==> src/verilog/lcd_pkg.sv <==
`default_nettype none

package lcd_pkg;

    // ************************************************************
    // instruction kinds, in power-up order first
    // ************************************************************
    typedef enum logic [2:0] {
        INST_PRECHARGE  = 3'd0,
        INST_FUNC_SET   = 3'd1,
        INST_DISP_ON    = 3'd2,
        INST_CLEAR      = 3'd3,
        INST_ENTRY_MODE = 3'd4,
        INST_SET_ADDR   = 3'd5,
        INST_WRITE_DATA = 3'd6
    } lcd_inst_e;

    // bus word {rs, rw, db[7:0]} seen as a plain byte or as a DDRAM address command
    typedef union packed {
        struct packed {
            logic       rs;
            logic       rw;
            logic [7:0] data;
        } cmd;
        struct packed {
            logic       rs;
            logic       rw;
            logic       addr_cmd;   // db7 set for set-DDRAM-address
            logic [6:0] addr;
        } set_addr;
    } lcd_word_u;

    // ************************************************************
    // base words and execution times, indexed by lcd_inst_e
    // ************************************************************
    localparam logic [9:0] INST_WORD [0:6] = '{
        10'b00_0011_0000,   // precharge, 8-bit interface
        10'b00_0011_1000,   // function set, 2 lines, 5x8 font
        10'b00_0000_1100,   // display on, no cursor
        10'b00_0000_0001,   // clear display
        10'b00_0000_0110,   // entry mode, increment
        10'b00_1000_0000,   // set address, address filled in
        10'b10_0000_0000    // write data, byte filled in
    };

    localparam logic [14:0] INST_TIME_US [0:6] = '{
        15'd15000, 15'd39, 15'd39, 15'd1530, 15'd39, 15'd39, 15'd43
    };

    localparam logic [6:0] LINE1_ADDR = 7'h00;
    localparam logic [6:0] LINE2_ADDR = 7'h40;
    localparam int         LCD_COLS   = 16;   // characters per line

endpackage

`default_nettype wire

==> src/verilog/lcd_exec_timer.sv <==
`timescale 1ns/1ns
`default_nettype none

module lcd_exec_timer #(
    parameter int TICKS_PER_US = 1
) (
    input  logic        i_clk,
    input  logic        i_rst_n,
    input  logic        i_start,
    input  logic [14:0] i_limit,    // microseconds
    output logic        o_expired,
    output logic        o_busy
);

    localparam int PRE_W = (TICKS_PER_US > 1) ? $clog2(TICKS_PER_US) : 1;
    localparam logic [PRE_W-1:0] PRE_LAST = PRE_W'(TICKS_PER_US - 1);

    logic [PRE_W-1:0] pre_r;      // ticks within the current microsecond
    logic [14:0]      us_r;       // whole microseconds elapsed
    logic [14:0]      limit_r;
    logic             run_r;
    logic             expired_r;
    logic             last_tick;

    assign last_tick = (pre_r == PRE_LAST) && (us_r == limit_r - 15'd1);
    assign o_expired = expired_r;
    assign o_busy    = run_r;

    always_ff @(posedge i_clk) begin
        if (i_start) begin
            limit_r <= i_limit;
        end
    end

    always_ff @(posedge i_clk or posedge i_rst_n) begin
        if (i_rst_n) begin
            run_r     <= 1'b0;
            expired_r <= 1'b0;
            pre_r     <= '0;
            us_r      <= 15'd0;
        end else begin
            expired_r <= 1'b0;
            if (i_start) begin
                run_r <= 1'b1;
                pre_r <= '0;
                us_r  <= 15'd0;
            end else if (run_r) begin
                if (last_tick) begin
                    run_r     <= 1'b0;
                    expired_r <= 1'b1;  // single pulse
                end else if (pre_r == PRE_LAST) begin
                    pre_r <= '0;
                    us_r  <= us_r + 15'd1;
                end else begin
                    pre_r <= pre_r + PRE_W'(1);
                end
            end
        end
    end

endmodule

`default_nettype wire

==> src/verilog/lcd_instructions.sv <==
`timescale 1ns/1ns
`default_nettype none

module lcd_instructions import lcd_pkg::*; #(
    parameter int TICKS_PER_US = 1
) (
    input  logic       i_clk,
    input  logic       i_rst_n,
    input  logic       i_start,
    input  lcd_inst_e  i_type,
    input  logic [6:0] i_address,
    input  logic [7:0] i_char,
    output logic       o_lcd_en,
    output logic       o_lcd_rs,
    output logic       o_lcd_rw,
    output logic [7:0] o_lcd_data,
    output logic       o_finish
);

    localparam logic S_IDLE = 1'b0;
    localparam logic S_EXE  = 1'b1;

    logic        state_r, state_w;
    lcd_word_u   word_r, word_w;
    logic        en_r, en_w;
    logic        finish_r, finish_w;
    logic        tmr_start;
    logic [14:0] tmr_limit;
    logic        tmr_expired;

    assign o_lcd_en   = en_r;
    assign o_lcd_rs   = word_r.cmd.rs;
    assign o_lcd_rw   = word_r.cmd.rw;
    assign o_lcd_data = word_r.cmd.data;
    assign o_finish   = finish_r;

    assign tmr_limit  = INST_TIME_US[i_type];   // scaled to ticks inside the timer

    always_comb begin
        state_w   = state_r;
        word_w    = word_r;
        en_w      = 1'b0;
        finish_w  = 1'b0;
        tmr_start = 1'b0;
        case (state_r)
            S_IDLE: begin
                if (i_start) begin
                    state_w   = S_EXE;
                    en_w      = 1'b1;
                    tmr_start = 1'b1;
                    word_w    = INST_WORD[i_type];
                    if (i_type == INST_SET_ADDR) begin
                        word_w.set_addr.addr = i_address;
                    end else if (i_type == INST_WRITE_DATA) begin
                        word_w.cmd.data = i_char;
                    end
                end
            end
            S_EXE: begin
                if (tmr_expired) begin
                    state_w  = S_IDLE;
                    finish_w = 1'b1;
                end
            end
            default: state_w = S_IDLE;
        endcase
    end

    always_ff @(posedge i_clk or posedge i_rst_n) begin
        if (i_rst_n) begin
            state_r  <= S_IDLE;
            word_r   <= '0;     // bus idles low
            en_r     <= 1'b0;
            finish_r <= 1'b0;
        end else begin
            state_r  <= state_w;
            word_r   <= word_w;
            en_r     <= en_w;
            finish_r <= finish_w;
        end
    end

    lcd_exec_timer #(
        .TICKS_PER_US(TICKS_PER_US)
    ) u_timer (
        .i_clk    (i_clk),
        .i_rst_n  (i_rst_n),
        .i_start  (tmr_start),
        .i_limit  (tmr_limit),
        .o_expired(tmr_expired),
        .o_busy   ()
    );

endmodule

`default_nettype wire

==> src/verilog/lcd_sequencer.sv <==
`timescale 1ns/1ns
`default_nettype none

module lcd_sequencer import lcd_pkg::*; (
    input  logic       i_clk,
    input  logic       i_rst_n,
    input  logic       i_refresh,
    input  logic       i_finish,
    input  logic [7:0] i_rd_char,
    output logic       o_start,
    output lcd_inst_e  o_type,
    output logic [6:0] o_addr,
    output logic [7:0] o_char,
    output logic [4:0] o_rd_idx,
    output logic       o_ready,
    output logic       o_busy,
    output logic       o_done
);

    localparam logic [2:0] S_INIT   = 3'd0;
    localparam logic [2:0] S_READY  = 3'd1;
    localparam logic [2:0] S_SET_L1 = 3'd2;
    localparam logic [2:0] S_WR_L1  = 3'd3;
    localparam logic [2:0] S_SET_L2 = 3'd4;
    localparam logic [2:0] S_WR_L2  = 3'd5;

    localparam logic [3:0] LAST_COL  = 4'(LCD_COLS - 1);
    localparam logic [2:0] LAST_STEP = 3'(INST_ENTRY_MODE);

    logic [2:0] state_r, state_w;
    logic [2:0] step_r, step_w;     // init instruction index
    logic [3:0] col_r, col_w;
    logic       go_r, go_w;
    logic       done_r, done_w;
    logic       line2;

    assign line2    = (state_r == S_SET_L2) || (state_r == S_WR_L2);
    assign o_start  = go_r;
    assign o_addr   = line2 ? LINE2_ADDR : LINE1_ADDR;
    assign o_rd_idx = {line2, col_r};   // line * 16 + column
    assign o_char   = i_rd_char;
    assign o_ready  = (state_r == S_READY);
    assign o_busy   = !o_ready;
    assign o_done   = done_r;

    always_comb begin
        case (state_r)
            S_INIT:             o_type = lcd_inst_e'(step_r);
            S_SET_L1, S_SET_L2: o_type = INST_SET_ADDR;
            default:            o_type = INST_WRITE_DATA;
        endcase
    end

    // ************************************************************
    // next start is raised on the edge that sees finish
    // ************************************************************
    always_comb begin
        state_w = state_r;
        step_w  = step_r;
        col_w   = col_r;
        go_w    = 1'b0;
        done_w  = 1'b0;
        case (state_r)
            S_INIT: begin
                if (i_finish) begin
                    if (step_r == LAST_STEP) begin
                        state_w = S_READY;
                    end else begin
                        step_w = step_r + 3'd1;
                        go_w   = 1'b1;
                    end
                end
            end
            S_READY: begin
                if (i_refresh) begin
                    state_w = S_SET_L1;
                    go_w    = 1'b1;
                end
            end
            S_SET_L1, S_SET_L2: begin
                if (i_finish) begin
                    state_w = (state_r == S_SET_L1) ? S_WR_L1 : S_WR_L2;
                    col_w   = 4'd0;
                    go_w    = 1'b1;
                end
            end
            S_WR_L1: begin
                if (i_finish) begin
                    go_w = 1'b1;
                    if (col_r == LAST_COL) begin
                        state_w = S_SET_L2;
                    end else begin
                        col_w = col_r + 4'd1;
                    end
                end
            end
            S_WR_L2: begin
                if (i_finish) begin
                    if (col_r == LAST_COL) begin
                        state_w = S_READY;
                        done_w  = 1'b1;
                    end else begin
                        col_w = col_r + 4'd1;
                        go_w  = 1'b1;
                    end
                end
            end
            default: state_w = S_INIT;
        endcase
    end

    always_ff @(posedge i_clk or posedge i_rst_n) begin
        if (i_rst_n) begin
            state_r <= S_INIT;
            step_r  <= 3'd0;
            col_r   <= 4'd0;
            go_r    <= 1'b1;    // first init step issues right after reset
            done_r  <= 1'b0;
        end else begin
            state_r <= state_w;
            step_r  <= step_w;
            col_r   <= col_w;
            go_r    <= go_w;
            done_r  <= done_w;
        end
    end

endmodule

`default_nettype wire

==> src/verilog/lcd_char_buffer.sv <==
`timescale 1ns/1ns
`default_nettype none

module lcd_char_buffer (
    input  logic       i_clk,
    input  logic       i_rst_n,
    input  logic       i_wr_en,
    input  logic [4:0] i_wr_addr,
    input  logic [7:0] i_wr_char,
    input  logic [4:0] i_rd_idx,
    output logic [7:0] o_rd_char
);

    localparam logic [7:0] BLANK = 8'h20;   // ascii space

    logic [7:0] chars_r [0:31];

    // read is combinational so a late host write still reaches the panel
    assign o_rd_char = chars_r[i_rd_idx];

    always_ff @(posedge i_clk or posedge i_rst_n) begin
        if (i_rst_n) begin
            for (int i = 0; i < 32; i++) begin
                chars_r[i] <= BLANK;
            end
        end else if (i_wr_en) begin
            chars_r[i_wr_addr] <= i_wr_char;
        end
    end

endmodule

`default_nettype wire

==> src/verilog/lcd_top.sv <==
`timescale 1ns/1ns
`default_nettype none

module lcd_top import lcd_pkg::*; #(
    parameter int TICKS_PER_US = 1      // clock ticks per microsecond
) (
    input  logic       i_clk,
    input  logic       i_rst_n,
    input  logic       i_wr_en,
    input  logic [4:0] i_wr_addr,
    input  logic [7:0] i_wr_char,
    input  logic       i_refresh,
    output logic       o_lcd_en,
    output logic       o_lcd_rs,
    output logic       o_lcd_rw,
    output logic [7:0] o_lcd_data,
    output logic       o_ready,
    output logic       o_busy,
    output logic       o_done
);

    logic       seq_start;
    lcd_inst_e  seq_type;
    logic [6:0] seq_addr;
    logic [7:0] seq_char;
    logic [4:0] rd_idx;
    logic [7:0] rd_char;
    logic       exe_finish;

    // ************************************************************
    // sequencer -> executor, buffer on the side
    // ************************************************************
    lcd_sequencer u_seq (
        .i_clk    (i_clk),
        .i_rst_n  (i_rst_n),
        .i_refresh(i_refresh),
        .i_finish (exe_finish),
        .i_rd_char(rd_char),
        .o_start  (seq_start),
        .o_type   (seq_type),
        .o_addr   (seq_addr),
        .o_char   (seq_char),
        .o_rd_idx (rd_idx),
        .o_ready  (o_ready),
        .o_busy   (o_busy),
        .o_done   (o_done)
    );

    lcd_instructions #(
        .TICKS_PER_US(TICKS_PER_US)
    ) u_exe (
        .i_clk     (i_clk),
        .i_rst_n   (i_rst_n),
        .i_start   (seq_start),
        .i_type    (seq_type),
        .i_address (seq_addr),
        .i_char    (seq_char),
        .o_lcd_en  (o_lcd_en),
        .o_lcd_rs  (o_lcd_rs),
        .o_lcd_rw  (o_lcd_rw),
        .o_lcd_data(o_lcd_data),
        .o_finish  (exe_finish)
    );

    lcd_char_buffer u_buf (
        .i_clk    (i_clk),
        .i_rst_n  (i_rst_n),
        .i_wr_en  (i_wr_en),
        .i_wr_addr(i_wr_addr),
        .i_wr_char(i_wr_char),
        .i_rd_idx (rd_idx),
        .o_rd_char(rd_char)
    );

endmodule

`default_nettype wire

==> config.mk <==
export PLATFORM = sky130hd
export DESIGN_NAME = lcd_top
export DESIGN_NICKNAME = d
export VERILOG_FILES = /design/src/verilog/lcd_pkg.sv /design/src/verilog/lcd_exec_timer.sv /design/src/verilog/lcd_instructions.sv /design/src/verilog/lcd_sequencer.sv /design/src/verilog/lcd_char_buffer.sv /design/src/verilog/lcd_top.sv
export SDC_FILE = /design/constraint.sdc
export NUM_CORES = 1
export LEC_CHECK = 0
export BUFFER_PORTS_ARGS = -buffer_cell sky130_fd_sc_hd__clkbuf_2
export CAP_MARGIN = 25
export CORE_MARGIN = 2
export CORE_UTILIZATION = 57
export CTS_CLUSTER_SIZE = 24
export DETAILED_ROUTE_END_ITERATION = 12
export GPL_TIMING_DRIVEN = 0
export PLACE_DENSITY = 0.85
export SLEW_MARGIN = 15
export SYNTH_ARGS = -nofsm -noshare
export SYNTH_HDL_FRONTEND = slang
export SYNTH_SLANG_ARGS = --single-unit
==> constraint.sdc <==
create_clock -name i_clk -period 10.8 [get_ports i_clk]
set_input_delay 2.16 -clock i_clk [delete_from_list [all_inputs] [get_ports i_clk]]
set_output_delay 2.16 -clock i_clk [all_outputs]
set_load 0.1 [all_outputs]
==> Word level (Yosys, flattened, before mapping) <==
Memories as Yosys holds them, arrays and structs flattened. A register that Yosys moved wholly into a read port is not among the register bits.
Index checks and enable logic that the tools add are counted.
{ "totals": {"rom_bits": 200, "regBits": 299, "in_bits": 17, "out_inout_bits": 14, "n_memories": 2} }
{ "mem_list": {"columns": ["memory", "words", "word_bits", "read_ports", "rd_ports_with_merged_regs", "write_ports", "line", "rtl"], "rows": [
  ["(no name shown)", 8, 15, 1, 1, 0, "lcd_instructions.sv:37", "assign tmr_limit = INST_TIME_US[i_type];"],
  ["(no name shown)", 8, 10, 1, 0, 0, "lcd_instructions.sv:51", "word_w = INST_WORD[i_type];"]
]} }
{ "op_classes": {"n_eq_ne": 22, "order_cmp": 4, "mux": 57, "bitwise_logic": 6, "add_sub_neg": 5, "reduce_logical": 16} }
{ "ops": {"columns": ["cell", "count"], "rows": [
  ["$bwmux 256", 1],
  ["$mux 15", 4],
  ["$bmux 8 s5", 1],
  ["$demux 8 s5", 1],
  ["$mux 8", 4],
  ["$mux 3", 9],
  ["$mux 1", 25],
  ["$mux 10", 2],
  ["$ne 2x1->1 const B", 9],
  ["$add 15x1->15 const B", 1],
  ["$eq 15x15->1", 1],
  ["$eq 3x3->1 const B", 5],
  ["$pmux 3 s5", 1],
  ["$sub 15x1->15 const B", 1],
  ["$mux 7", 2],
  ["$ge 6x6->1 const B", 2],
  ["$mux 4", 3],
  ["$not 5->6", 2],
  ["$pmux 4 s2", 1],
  ["$reduce_and 8->1", 1],
  ["$eq 3x2->1 const B", 2],
  ["$lt 6x1->1 const B", 1],
  ["$ne 2x2->1 const B", 3],
  ["$pmux 3 s2", 1],
  ["20 further kinds", 27]
]} }

==> Logic depth before layout (Yosys ltp) <==
Gate-level depths: netlist (run 1).
{ "depth": {"word_depth": 9, "depth_mapped": 11} }

==> Modules after synthesis <==
From an unflattened synthesis (run 1), not the netlist that was laid out.
{ "unflattened": {"cells_unflattened": 1056, "hier_area_um2": 15258.4} }
{ "modules_own_cells": {"columns": ["module", "cells_per_inst", "n_inst", "area_each_um2", "seq_area_each_um2"], "rows": [
  ["lcd_char_buffer", 700, 1, 11701.2, 6446.2],
  ["lcd_exec_timer", 182, 1, 1920.6, 875.8],
  ["lcd_sequencer", 99, 1, 915.9, 301.5],
  ["lcd_instructions", 75, 1, 720.7, 300.3]
]} }

==> Least setup slack after synthesis (run 1) <==
No wires, ideal clock.
{ "synth_path": {"path_type": "register to output", "start": "reg u_seq.state_r[2]", "end": "out o_busy", "path_buffers": 0, "required_ns": 8.640, "path_stages_with_launch": 4, "path_slack_ns": 5.636, "t_arrival_ns": 3.004, "cell_sequence": "dfrtp_1 > nor2b_1 > nor2b_1 > inv_1"} }
{ "synth_between": {"elab_chain_len": 2} }
{ "synth_rtl": {"columns": ["item", "line", "rtl"], "rows": [
  ["from (decl)", "lcd_sequencer.sv:30", "logic [2:0] state_r, state_w;"],
  ["from (signal assigned)", "lcd_sequencer.sv:120", "state_r <= state_w;"],
  ["$eq 3x1->1", "lcd_sequencer.sv:42", "assign o_ready = (state_r == S_READY);"],
  ["net o_ready", "lcd_top.sv:17", "output logic o_ready,"],
  ["$logic_not 1->1", "lcd_sequencer.sv:43", "assign o_busy = !o_ready;"],
  ["to (decl)", "lcd_top.sv:18", "output logic o_busy,"]
]} }
The timed path passes the listed nets, and every way through them passes these cells.

==> Worst setup path in the final report (run 1) <==
{ "layout_path": {"start": "reg u_seq.state_r[0]", "end": "out o_ready"} }
{ "layout_between": {"elab_chain_len": 1} }
{ "layout_rtl": {"columns": ["item", "line"], "rows": [
  ["$eq 3x1->1", "lcd_sequencer.sv:42"],
  ["to (decl)", "lcd_top.sv:17"]
]} }
No other way between the ends.

==> impl_metrics.tcl, run 1 <==
set metrics [dict create \
    status "finished clean" \
    grt_pass1_wl_um 53570 \
    dpl_cell_area_um2 15090 \
    seq_power_share 0.500 \
    cpMaxStageDelayCell "clkbuf_2" \
    layout_min_cycle_time_ps 4253 \
    finalSetupTns_ps 0 \
    n_fill_cell 1737 \
    post-cts-setup-buffers 0 \
    nets 1112 \
    drive_above_1_share 0.4167 \
    rsz0062_at_grt "no" \
    routed_via_density 6.386 \
    num_vias 9208 \
    cp.required_ps 8640 \
    routed_wl_um 33700 \
    crit_buf_inv 1 \
    ctsHoldBuffers 0 \
    numCtsBuffers 31 \
    clk_latency_ps 590 \
    ant_nets 0 \
    fp.dieArea_um2 26720 \
    synthSimpleGateAreaFrac 0.06466 \
    synth_mux_area_frac 0.3277 \
    drt_iter0_drc 713 \
    synth_edf_count 7 \
    avgSynthCellArea_um2 14.14 \
    setup_viol 0 \
    crit_fanout 5 \
    cpPeakStageDelay_ps 520 \
    start_util 0.5789 \
    top_usage_layer "met2" \
    arrival_ps 2090 \
    ys_async_sr_fraction 0.9770 \
    grt_usage 0.2634 \
    clk_path_buf_depth 3 \
    cp_common_cell "nor2b_1" \
    placement_rows 58 \
    switching_share 0.2343 \
    final_util 0.6451 \
    p_int_uw 2208 \
    synth_xor_area_frac 0.007252 \
    p_per_area_nw_per_um2 178.6 \
    clk_pin_slew_ps 60 \
    synth_fa_ha_area_frac 0.007770 \
    worst_pin_slew_ps 1064 \
    dp_slack_ps 6564 \
    crit_chain "nor2b_1 > nor2b_1 > clkbuf_2" \
    grt_max_degree 116 \
    criticalPathCategory "flop to primary output" \
    drc 0 \
    antenna_found_initial 2 \
    slew_viol_final 0 \
    cp-start-kind "flop" \
    wl_per_cell_um 23.37 \
    grt_use_met1 0.3537 \
    cts_resized 0 \
    seqCellArea_um2 7684 \
    fmaxAchievable_mhz 235.1 \
    clock_skew_ps 30.95 \
    pin_count 31 \
    dp_hpwl_um 23050 \
    numPortBuffers 25 \
    p_clk_frac 0.376 \
    die_w_um 163.5 \
    clockRootBuffer "clkbuf_16" \
    synth_top_family_by_area "multiplexers" \
    overflow 0 \
    synth_cell_types 58 \
    grt_pass1_vias 9664 \
    period_share 0.3938 \
    seq_area_frac_synth 0.5302 \
    stdcell_area_um2 16150 \
    synth_compound_area_frac 0.03747 \
    static-leakage-power_uw 0.006932 \
    maxCapViolCount 0 \
    fp.dieH_um 163.5 \
    ys_ff_latch 304 \
    hold_ws_ps 491.3 \
    core_area_um2 25040 \
    htreeDepth 1 \
    hold_viol 0 \
    synth_ff_type "dfrtp_1" \
    clock-sinks 304 \
    postSynthCellCount 1025 \
    hold_class "flop to flop" \
    switchingPower_uw 675.9 \
    grt_util_met3 0.03657 \
    ys_warn_count 0 \
    worst_slack_ps 6547 \
    cpLargestDelayFamily "simple AND/OR/NAND/NOR gates" \
    worst_setup_path_end_kind "primary output" \
    syn_nets 1051 \
    area_delta_synth_final_pct 11.44 \
    first_pass_iters 5 \
    cts_tree "built" \
    multiInputGateArea_um2 6451 \
    syn_area_um2 14490 \
    combinationalPowerShare 0.124 \
    ir_worst_vdd_uv 137.7 \
    relSlewSlack 0.2877 \
    place_congestion 0.8579 \
    gr-usage-met2 0.4346 \
]
cell families after synthesis:
kind of cell,count (synthesis)
AO/OA/AOI/OAI,88
XOR/XNOR,12
other,1
flip-flops,304
buffers and inverters,87
adder cells (fa/ha/maj),9
AND/OR/NAND/NOR,176
multiplexers,348
Yosys cell counts (all sizes together) (17+ instances only):
cell	n	share of area
dfstp	33	0.060
buf	20	0.0073
nand3	19	0.0066
mux2	262	0.20
inv	17	0.0044
dfrtp	264	0.46
mux4	75	0.12
nor2	36	0.0093
nand2	44	0.011
a21oi	22	0.0076
clkbuf	50	0.013
o21ai	33	0.011
per-stage QoR:
step | cells | total power (uW)
2_1_floorplan | 1025 | 1708
3_3_place_gp | 1380 | 1780
3_5_place_dp | 1382 | 1814
4_1_cts | 1440 | 2897
5_1_grt | 1441 | 2991
6_report | 1442 | 2884
path summary, 6_finish.rpt:
path                                                        to  cells after the start  slack (ps)                          from
worst min register to register     u_exe.word_r[9]$_DFFE_PP0P_                      2         490   u_exe.word_r[9]$_DFFE_PP0P_
min in group asynchronous        u_buf.chars_r[18]$_DFFE_PP0P_                      2        1670                       i_rst_n
worst min-delay path               u_exe.word_r[9]$_DFFE_PP0P_                      2         490   u_exe.word_r[9]$_DFFE_PP0P_
max in group asynchronous       u_buf.chars_r[173]$_DFFE_PP1P_                      4        7730                       i_rst_n
worst max register to register     u_exe.word_r[5]$_DFFE_PP0P_                      6        7190    u_seq.col_r[1]$_DFFE_PP0P_
worst max-delay path                                   o_ready                      3        6550  u_seq.state_r[0]$_DFFE_PP0P_
tightest hold or removal path: stages, from the launching register on:
cell and delay (ps):
dfrtp_1 350, nand2_1 50, o31ai_1 50
layout by cell type (no fill, tap or decap), types with 6 or more instances in the layout:
master     count
a21oi_1       22
buf_1          7
buf_2         10
clkbuf_1      61
clkbuf_16     31
clkbuf_2      25
clkbuf_8       9
dfrtp_1      264
dfstp_2       33
edfxtp_1       7
ha_1           9
inv_1         16
mux2_2       262
mux2i_1       11
mux4_2        75
nand2_1       44
nand2b_1       7
nand3_1       19
nand4_1       10
nor2_1        36
nor2b_1        6
nor3_1         9
nor3b_1        6
o21ai_0       33
or3_1          9
xnor2_1        8
power by group through the flow:
stage / Sequential, uW / Combinational, uW / Clock [uW]
after global placement: 1440 / 337 / 0
final: 1440 / 358 / 1080
after detailed placement: 1460 / 357 / 0
after floorplan: 1420 / 286 / 0
after global routing: 1460 / 385 / 1150
after CTS: 1440 / 360 / 1100
flip-flops by register name, indices dropped and copies added (netlist names):
| register | cells |
|---|---|
| u_buf.chars_r | 256 |
| u_exe.o_finish | 1 |
| u_exe.o_lcd_en | 1 |
| u_exe.state_r | 1 |
| u_exe.u_timer.limit_r | 7 |
| u_exe.u_timer.o_busy | 1 |
| u_exe.u_timer.o_expired | 1 |
| u_exe.u_timer.us_r | 15 |
| u_exe.word_r | 9 |
| u_seq.col_r | 4 |
| u_seq.o_done | 1 |
| u_seq.o_start | 1 |
| u_seq.state_r | 3 |
| u_seq.step_r | 3 |
metal layers:
layer / wire, um / part of all wire
met5: 0 / 0
met2: 16400 / 0.49
met1: 13600 / 0.40
met3: 2306 / 0.068
met4: 1397 / 0.041
area by class of cell:
class / count / share of cell area
diodes: 1 / 0.0001549
plain buffers: 70 / 0.01821
clock buffers: 51 / 0.05826
clock inverters: 7 / 0.006353
inverters: 17 / 0.004416
multi-input cells: 634 / 0.3994
flip-flops and latches: 304 / 0.4758
well taps: 330 / 0.02557
repair buffers: 28 / 0.01185
Note: power is estimated with default switching activity, not from simulation.
==> run 2, diff against run 1 <==
--- a/config.mk
+++ b/config.mk
@@ -8,11 +8,11 @@
 export BUFFER_PORTS_ARGS = -buffer_cell sky130_fd_sc_hd__clkbuf_2
 export CAP_MARGIN = 25
 export CORE_MARGIN = 2
-export CORE_UTILIZATION = 57
+export CORE_UTILIZATION = 60
 export CTS_CLUSTER_SIZE = 24
 export DETAILED_ROUTE_END_ITERATION = 12
 export GPL_TIMING_DRIVEN = 0
-export PLACE_DENSITY = 0.85
+export PLACE_DENSITY = 0.86
 export SLEW_MARGIN = 15
 export SYNTH_ARGS = -nofsm -noshare
 export SYNTH_HDL_FRONTEND = slang
==> constraint.sdc (replaced) <==
create_clock -name i_clk -period 4.4 [get_ports i_clk]
set_input_delay 0.88 -clock i_clk [delete_from_list [all_inputs] [get_ports i_clk]]
set_output_delay 0.88 -clock i_clk [all_outputs]
set_load 0.1 [all_outputs]
==> impl_metrics.tcl, run 2 (same netlist as run 1, synthesis figures left out) <==
set metrics [dict create \
    status "finished clean" \
    crit_fanout 10 \
    criticalPathCategory "flop to flop" \
    multiInputGateArea_um2 6451 \
    n_fill_cell 1527 \
    clk_latency_ps 570 \
    drive_above_1_share 0.4283 \
    crit_chain "buf_1 > clkbuf_1 > mux4_2 > mux4_2 > mux2i_1 > o21ai_0" \
    placedCellCount 1378 \
    final_cell_mix "dfrtp_1, mux2_2, mux4_2" \
    startpoint "u_seq.col_r[1]$_DFFE_PP0P_" \
    timing.rr.start "u_seq.col_r[1]$_DFFE_PP0P_" \
    relSlewSlack 0.2763 \
    wl_per_cell_um 23.79 \
    die_w_um 159.4 \
    drt_iter0_drc 768 \
    seqCellArea_um2 7684 \
    cp.required_ps 4810 \
    grt_pass1_wl_um 54280 \
    overflow 0 \
    cp_common_cell "mux4_2" \
    grt_usage 0.2739 \
    arrival_ps 4010 \
    hold_ws_ps 404.7 \
    clk_pin_slew_ps 70 \
    hold_viol 0 \
    htreeDepth 1 \
    hold_class "primary input to asynchronous set/reset pin" \
    area_delta_synth_final_pct 12.54 \
    slew_viol_final 0 \
    finalPower_uw 7251 \
    static-leakage-power_uw 0.007015 \
    start_util 0.6138 \
    setup_viol 0 \
    rsz0062_at_grt "no" \
    worst_slack_ps 805.0 \
    clock_skew_ps 20.98 \
    fin_cells 1435 \
    fp.dieArea_um2 25410 \
    clock-sinks 304 \
    cpMaxStageDelayCell "clkbuf_1" \
    worst_pin_slew_ps 1081 \
    largest_reg_flops 256 \
    nets 1119 \
    core_area_um2 23610 \
    diodes 0 \
    pin_count 31 \
    placement_rows 56 \
    maxCapViolCount 0 \
    cpPeakStageDelay_ps 710 \
    routed_via_density 6.433 \
    cts_resized 0 \
    clk_path_buf_depth 3 \
    routed_wl_um 34140 \
    drc 0 \
    layout_commonest_cell "dfrtp_1" \
    grt_max_degree 39 \
    cp-start-kind "flop" \
    period_share 0.8170 \
    dp_hpwl_um 23340 \
    regMostFlops "u_buf.chars_r" \
    ant_nets 0 \
    dp_slack_ps 923.8 \
    p_per_area_nw_per_um2 444.5 \
    num_vias 9232 \
    clockRootBuffer "clkbuf_16" \
    fp.dieH_um 159.4 \
    ctsHoldBuffers 0 \
    antenna_found_initial 1 \
    fmaxAchievable_mhz 278.2 \
    worst_setup_path_end_kind "flop" \
    numPortBuffers 25 \
    ir_worst_vdd_uv 453.6 \
    cts_tree "built" \
    first_pass_iters 5 \
    grt_pass1_vias 9718 \
    post-cts-setup-buffers 0 \
    largest_registers "u_buf.chars_r x256, u_exe.u_timer.us_r x15, u_exe.word_r x9" \
    numCtsBuffers 31 \
    layout_min_cycle_time_ps 3595 \
    place_congestion 0.8547 \
]
-- run 2: per-layer routing --
metal  routed length (um)  part of all wire  track usage  vias to the layer above
met3                 2061             0.060      0.04845                       89
met5                    0                 0            0                        -
li1                     -                 -            -                     3962
met4                 1257             0.037       0.1008                        0
met2                16890              0.49       0.4595                      361
met1                13920              0.41       0.3622                     4820
-- run 2: critical path: cells and delay by family (launching register included) --
family / cells / cell delay, ps
AOI/OAI and AO/OA: 1 / 150
buffers and inverters: 2 / 1380
DFF: 1 / 520
muxes: 3 / 1380
-- run 2: cell type report --
type / count / share of cell area
timing repair buffer: 35 / 0.01849
buffer: 70 / 0.01803
clock inverter: 14 / 0.01135
sequential: 304 / 0.4711
clock buffer: 42 / 0.05692
inverter: 17 / 0.004142
multi-input combinational: 634 / 0.3955
tap: 319 / 0.02447
-- run 2: final timing paths --
check                      cells after the start                           endpoint  slack (ps)
min in group i_clk                             2        u_exe.word_r[9]$_DFFE_PP0P_         480
hold reg to reg                                2        u_exe.word_r[9]$_DFFE_PP0P_         480
setup reg to reg                               6        u_exe.word_r[5]$_DFFE_PP0P_         800
hold / removal                                 2  u_exe.u_timer.us_r[1]$_DFFE_PP0P_         400
setup / recovery                               6        u_exe.word_r[5]$_DFFE_PP0P_         800
max in group asynchronous                      5     u_buf.chars_r[237]$_DFFE_PP1P_        2830
-- run 2: metrics by stage --
| stage | util | TNS [ps] | instance area [um2] |
|---|---|---|---|
| 2_1_floorplan | - | -105110 | 14500 |
| 3_3_place_gp | 0.6361 | -536140 | 15020 |
| 3_5_place_dp | 0.6434 | 0 | 15190 |
| 4_1_cts | 0.6905 | 0 | 16310 |
| 5_1_grt | 0.6908 | 0 | 16310 |
| 6_report | 0.6908 | 0 | 16310 |
-- run 2: power by group --
part           total (uW)  internal [uW]  switching, uW
sequential           3550           3300            242
clock                2810           1710           1110
combinational         893            553            340
total                7250           5560           1690
==> run 3, diff against run 2 <==
==> constraint.sdc (replaced) <==
create_clock -name i_clk -period 3.5 [get_ports i_clk]
set_input_delay 0.7 -clock i_clk [delete_from_list [all_inputs] [get_ports i_clk]]
set_output_delay 0.7 -clock i_clk [all_outputs]
set_load 0.1 [all_outputs]
==> impl_metrics.tcl, run 3 (same netlist as run 1, synthesis figures left out) <==
set metrics [dict create \
    status "finished clean" \
    static-leakage-power_uw 0.007004 \
    setup_viol 0 \
    first_pass_iters 5 \
    numPortBuffers 25 \
    start_util 0.6138 \
    dp_slack_ps -25.50 \
    cp.required_ps 3910 \
    drive_above_1_share 0.4265 \
    layout_commonest_cell "dfrtp_1" \
    n_fill_cell 1576 \
    arrival_ps 3650 \
    drc 0 \
    p_per_area_nw_per_um2 547.8 \
    startpoint "u_seq.col_r[1]$_DFFE_PP0P_" \
    period_share 0.9257 \
    fin_cells 1435 \
    clockRootBuffer "clkbuf_16" \
    slew_viol_final 0 \
    grt_max_degree 38 \
    hold_class "primary input to asynchronous set/reset pin" \
    layout_min_cycle_time_ps 3240 \
    place_congestion 0.8554 \
    clock-sinks 304 \
    seqCellArea_um2 7684 \
    timing.rr.start "u_seq.col_r[1]$_DFFE_PP0P_" \
    regMostFlops "u_buf.chars_r" \
    clk_latency_ps 580 \
    worst_slack_ps 260.1 \
    placement_rows 56 \
    multiInputGateArea_um2 6454 \
    clk_path_buf_depth 3 \
    grt_pass1_wl_um 55830 \
    cp-start-kind "flop" \
    fp.dieH_um 159.4 \
    core_area_um2 23610 \
    antenna_found_initial 2 \
    placedCellCount 1380 \
    final_cell_mix "dfrtp_1, mux2_2, mux4_2" \
    dpl_cell_area_um2 15230 \
    pin_count 31 \
    ant_nets 0 \
    clk_pin_slew_ps 60 \
    routed_via_density 6.509 \
    criticalPathCategory "flop to flop" \
    overflow 0 \
    largest_registers "u_buf.chars_r x256, u_exe.u_timer.us_r x15, u_exe.word_r x9" \
    nets 1120 \
    relSlewSlack 0.3253 \
    maxCapViolCount 0 \
    largest_reg_flops 256 \
    rsz0062_at_grt "no" \
    worst_pin_slew_ps 1008 \
    stdcell_area_um2 16260 \
    num_vias 9341 \
    hold_ws_ps 178.6 \
    routed_wl_um 35130 \
    fmaxAchievable_mhz 308.7 \
    cts_tree "built" \
    crit_fanout 10 \
    drt_iter0_drc 757 \
    ir_worst_vdd_uv 459.1 \
    area_delta_synth_final_pct 12.16 \
    numCtsBuffers 31 \
    wl_per_cell_um 24.48 \
    dp_hpwl_um 24080 \
    worst_setup_path_end_kind "flop" \
    clock_skew_ps 20.09 \
    die_w_um 159.4 \
    diodes 0 \
    htreeDepth 1 \
    grt_usage 0.2837 \
    grt_pass1_vias 9758 \
    hold_viol 0 \
    finalSetupTns_ps 0 \
    fp.dieArea_um2 25410 \
]
[run 3: timing repair]
item                       in CTS  in global routing
setup endpoints to repair       1                  2
resized for setup               2                  1
setup buffers                   0                  0
hold buffers                    0                  0
[run 3: cell type report]
type                       instances  share of cell area
clock inverter                     9            0.006773
tap                              319             0.02455
inverter                          17            0.004156
clock buffer                      46             0.05611
sequential                       304              0.4727
buffer                            70             0.01832
timing repair buffer              36             0.02040
multi-input combinational        634              0.3970
[run 3: worst paths after layout]
kind,to,slack [ps],cells past startpoint
max,u_exe.word_r[5]$_DFFE_PP0P_,260,6
min,u_exe.u_timer.us_r[0]$_DFFE_PP0P_,180,2
max reg2reg,u_exe.word_r[5]$_DFFE_PP0P_,260,6
min reg2reg,u_exe.word_r[9]$_DFFE_PP0P_,490,2
max in group asynchronous,u_buf.chars_r[77]$_DFFE_PP1P_,2280,5
min in group i_clk,u_seq.state_r[1]$_DFFE_PP0P_,420,2
[run 3: report_power, final]
| part | switching, uW | internal (uW) |
|---|---|---|
| Sequential | 316 | 4150 |
| Clock | 1350 | 1940 |
| Combinational | 441 | 699 |
[run 3: routing by layer]
layer / vias to the layer above / part of all wire / wire length, um / GRT usage
met5: - / 0 / 0 / 0
met2: 382 / 0.49 / 17370 / 0.4723
li1: 3946 / - / - / -
met4: 0 / 0.043 / 1518 / 0.1124
met3: 108 / 0.066 / 2302 / 0.04793
met1: 4905 / 0.40 / 13940 / 0.3770
[run 3: per-stage QoR]
stage	total power (uW)	util
final	8905	0.6884
after global routing	9220	0.6884
after CTS	8927	0.6884
after detailed placement	5628	0.6450
after global placement	5496	0.6362
after floorplan	5272	-
[run 3: critical path: stages (launching register included)]
cell      delay (ps)
dfrtp_1          480
clkbuf_2         410
clkbuf_1         600
mux4_2           410
mux4_2           520
mux2i_1          480
o21ai_0          170
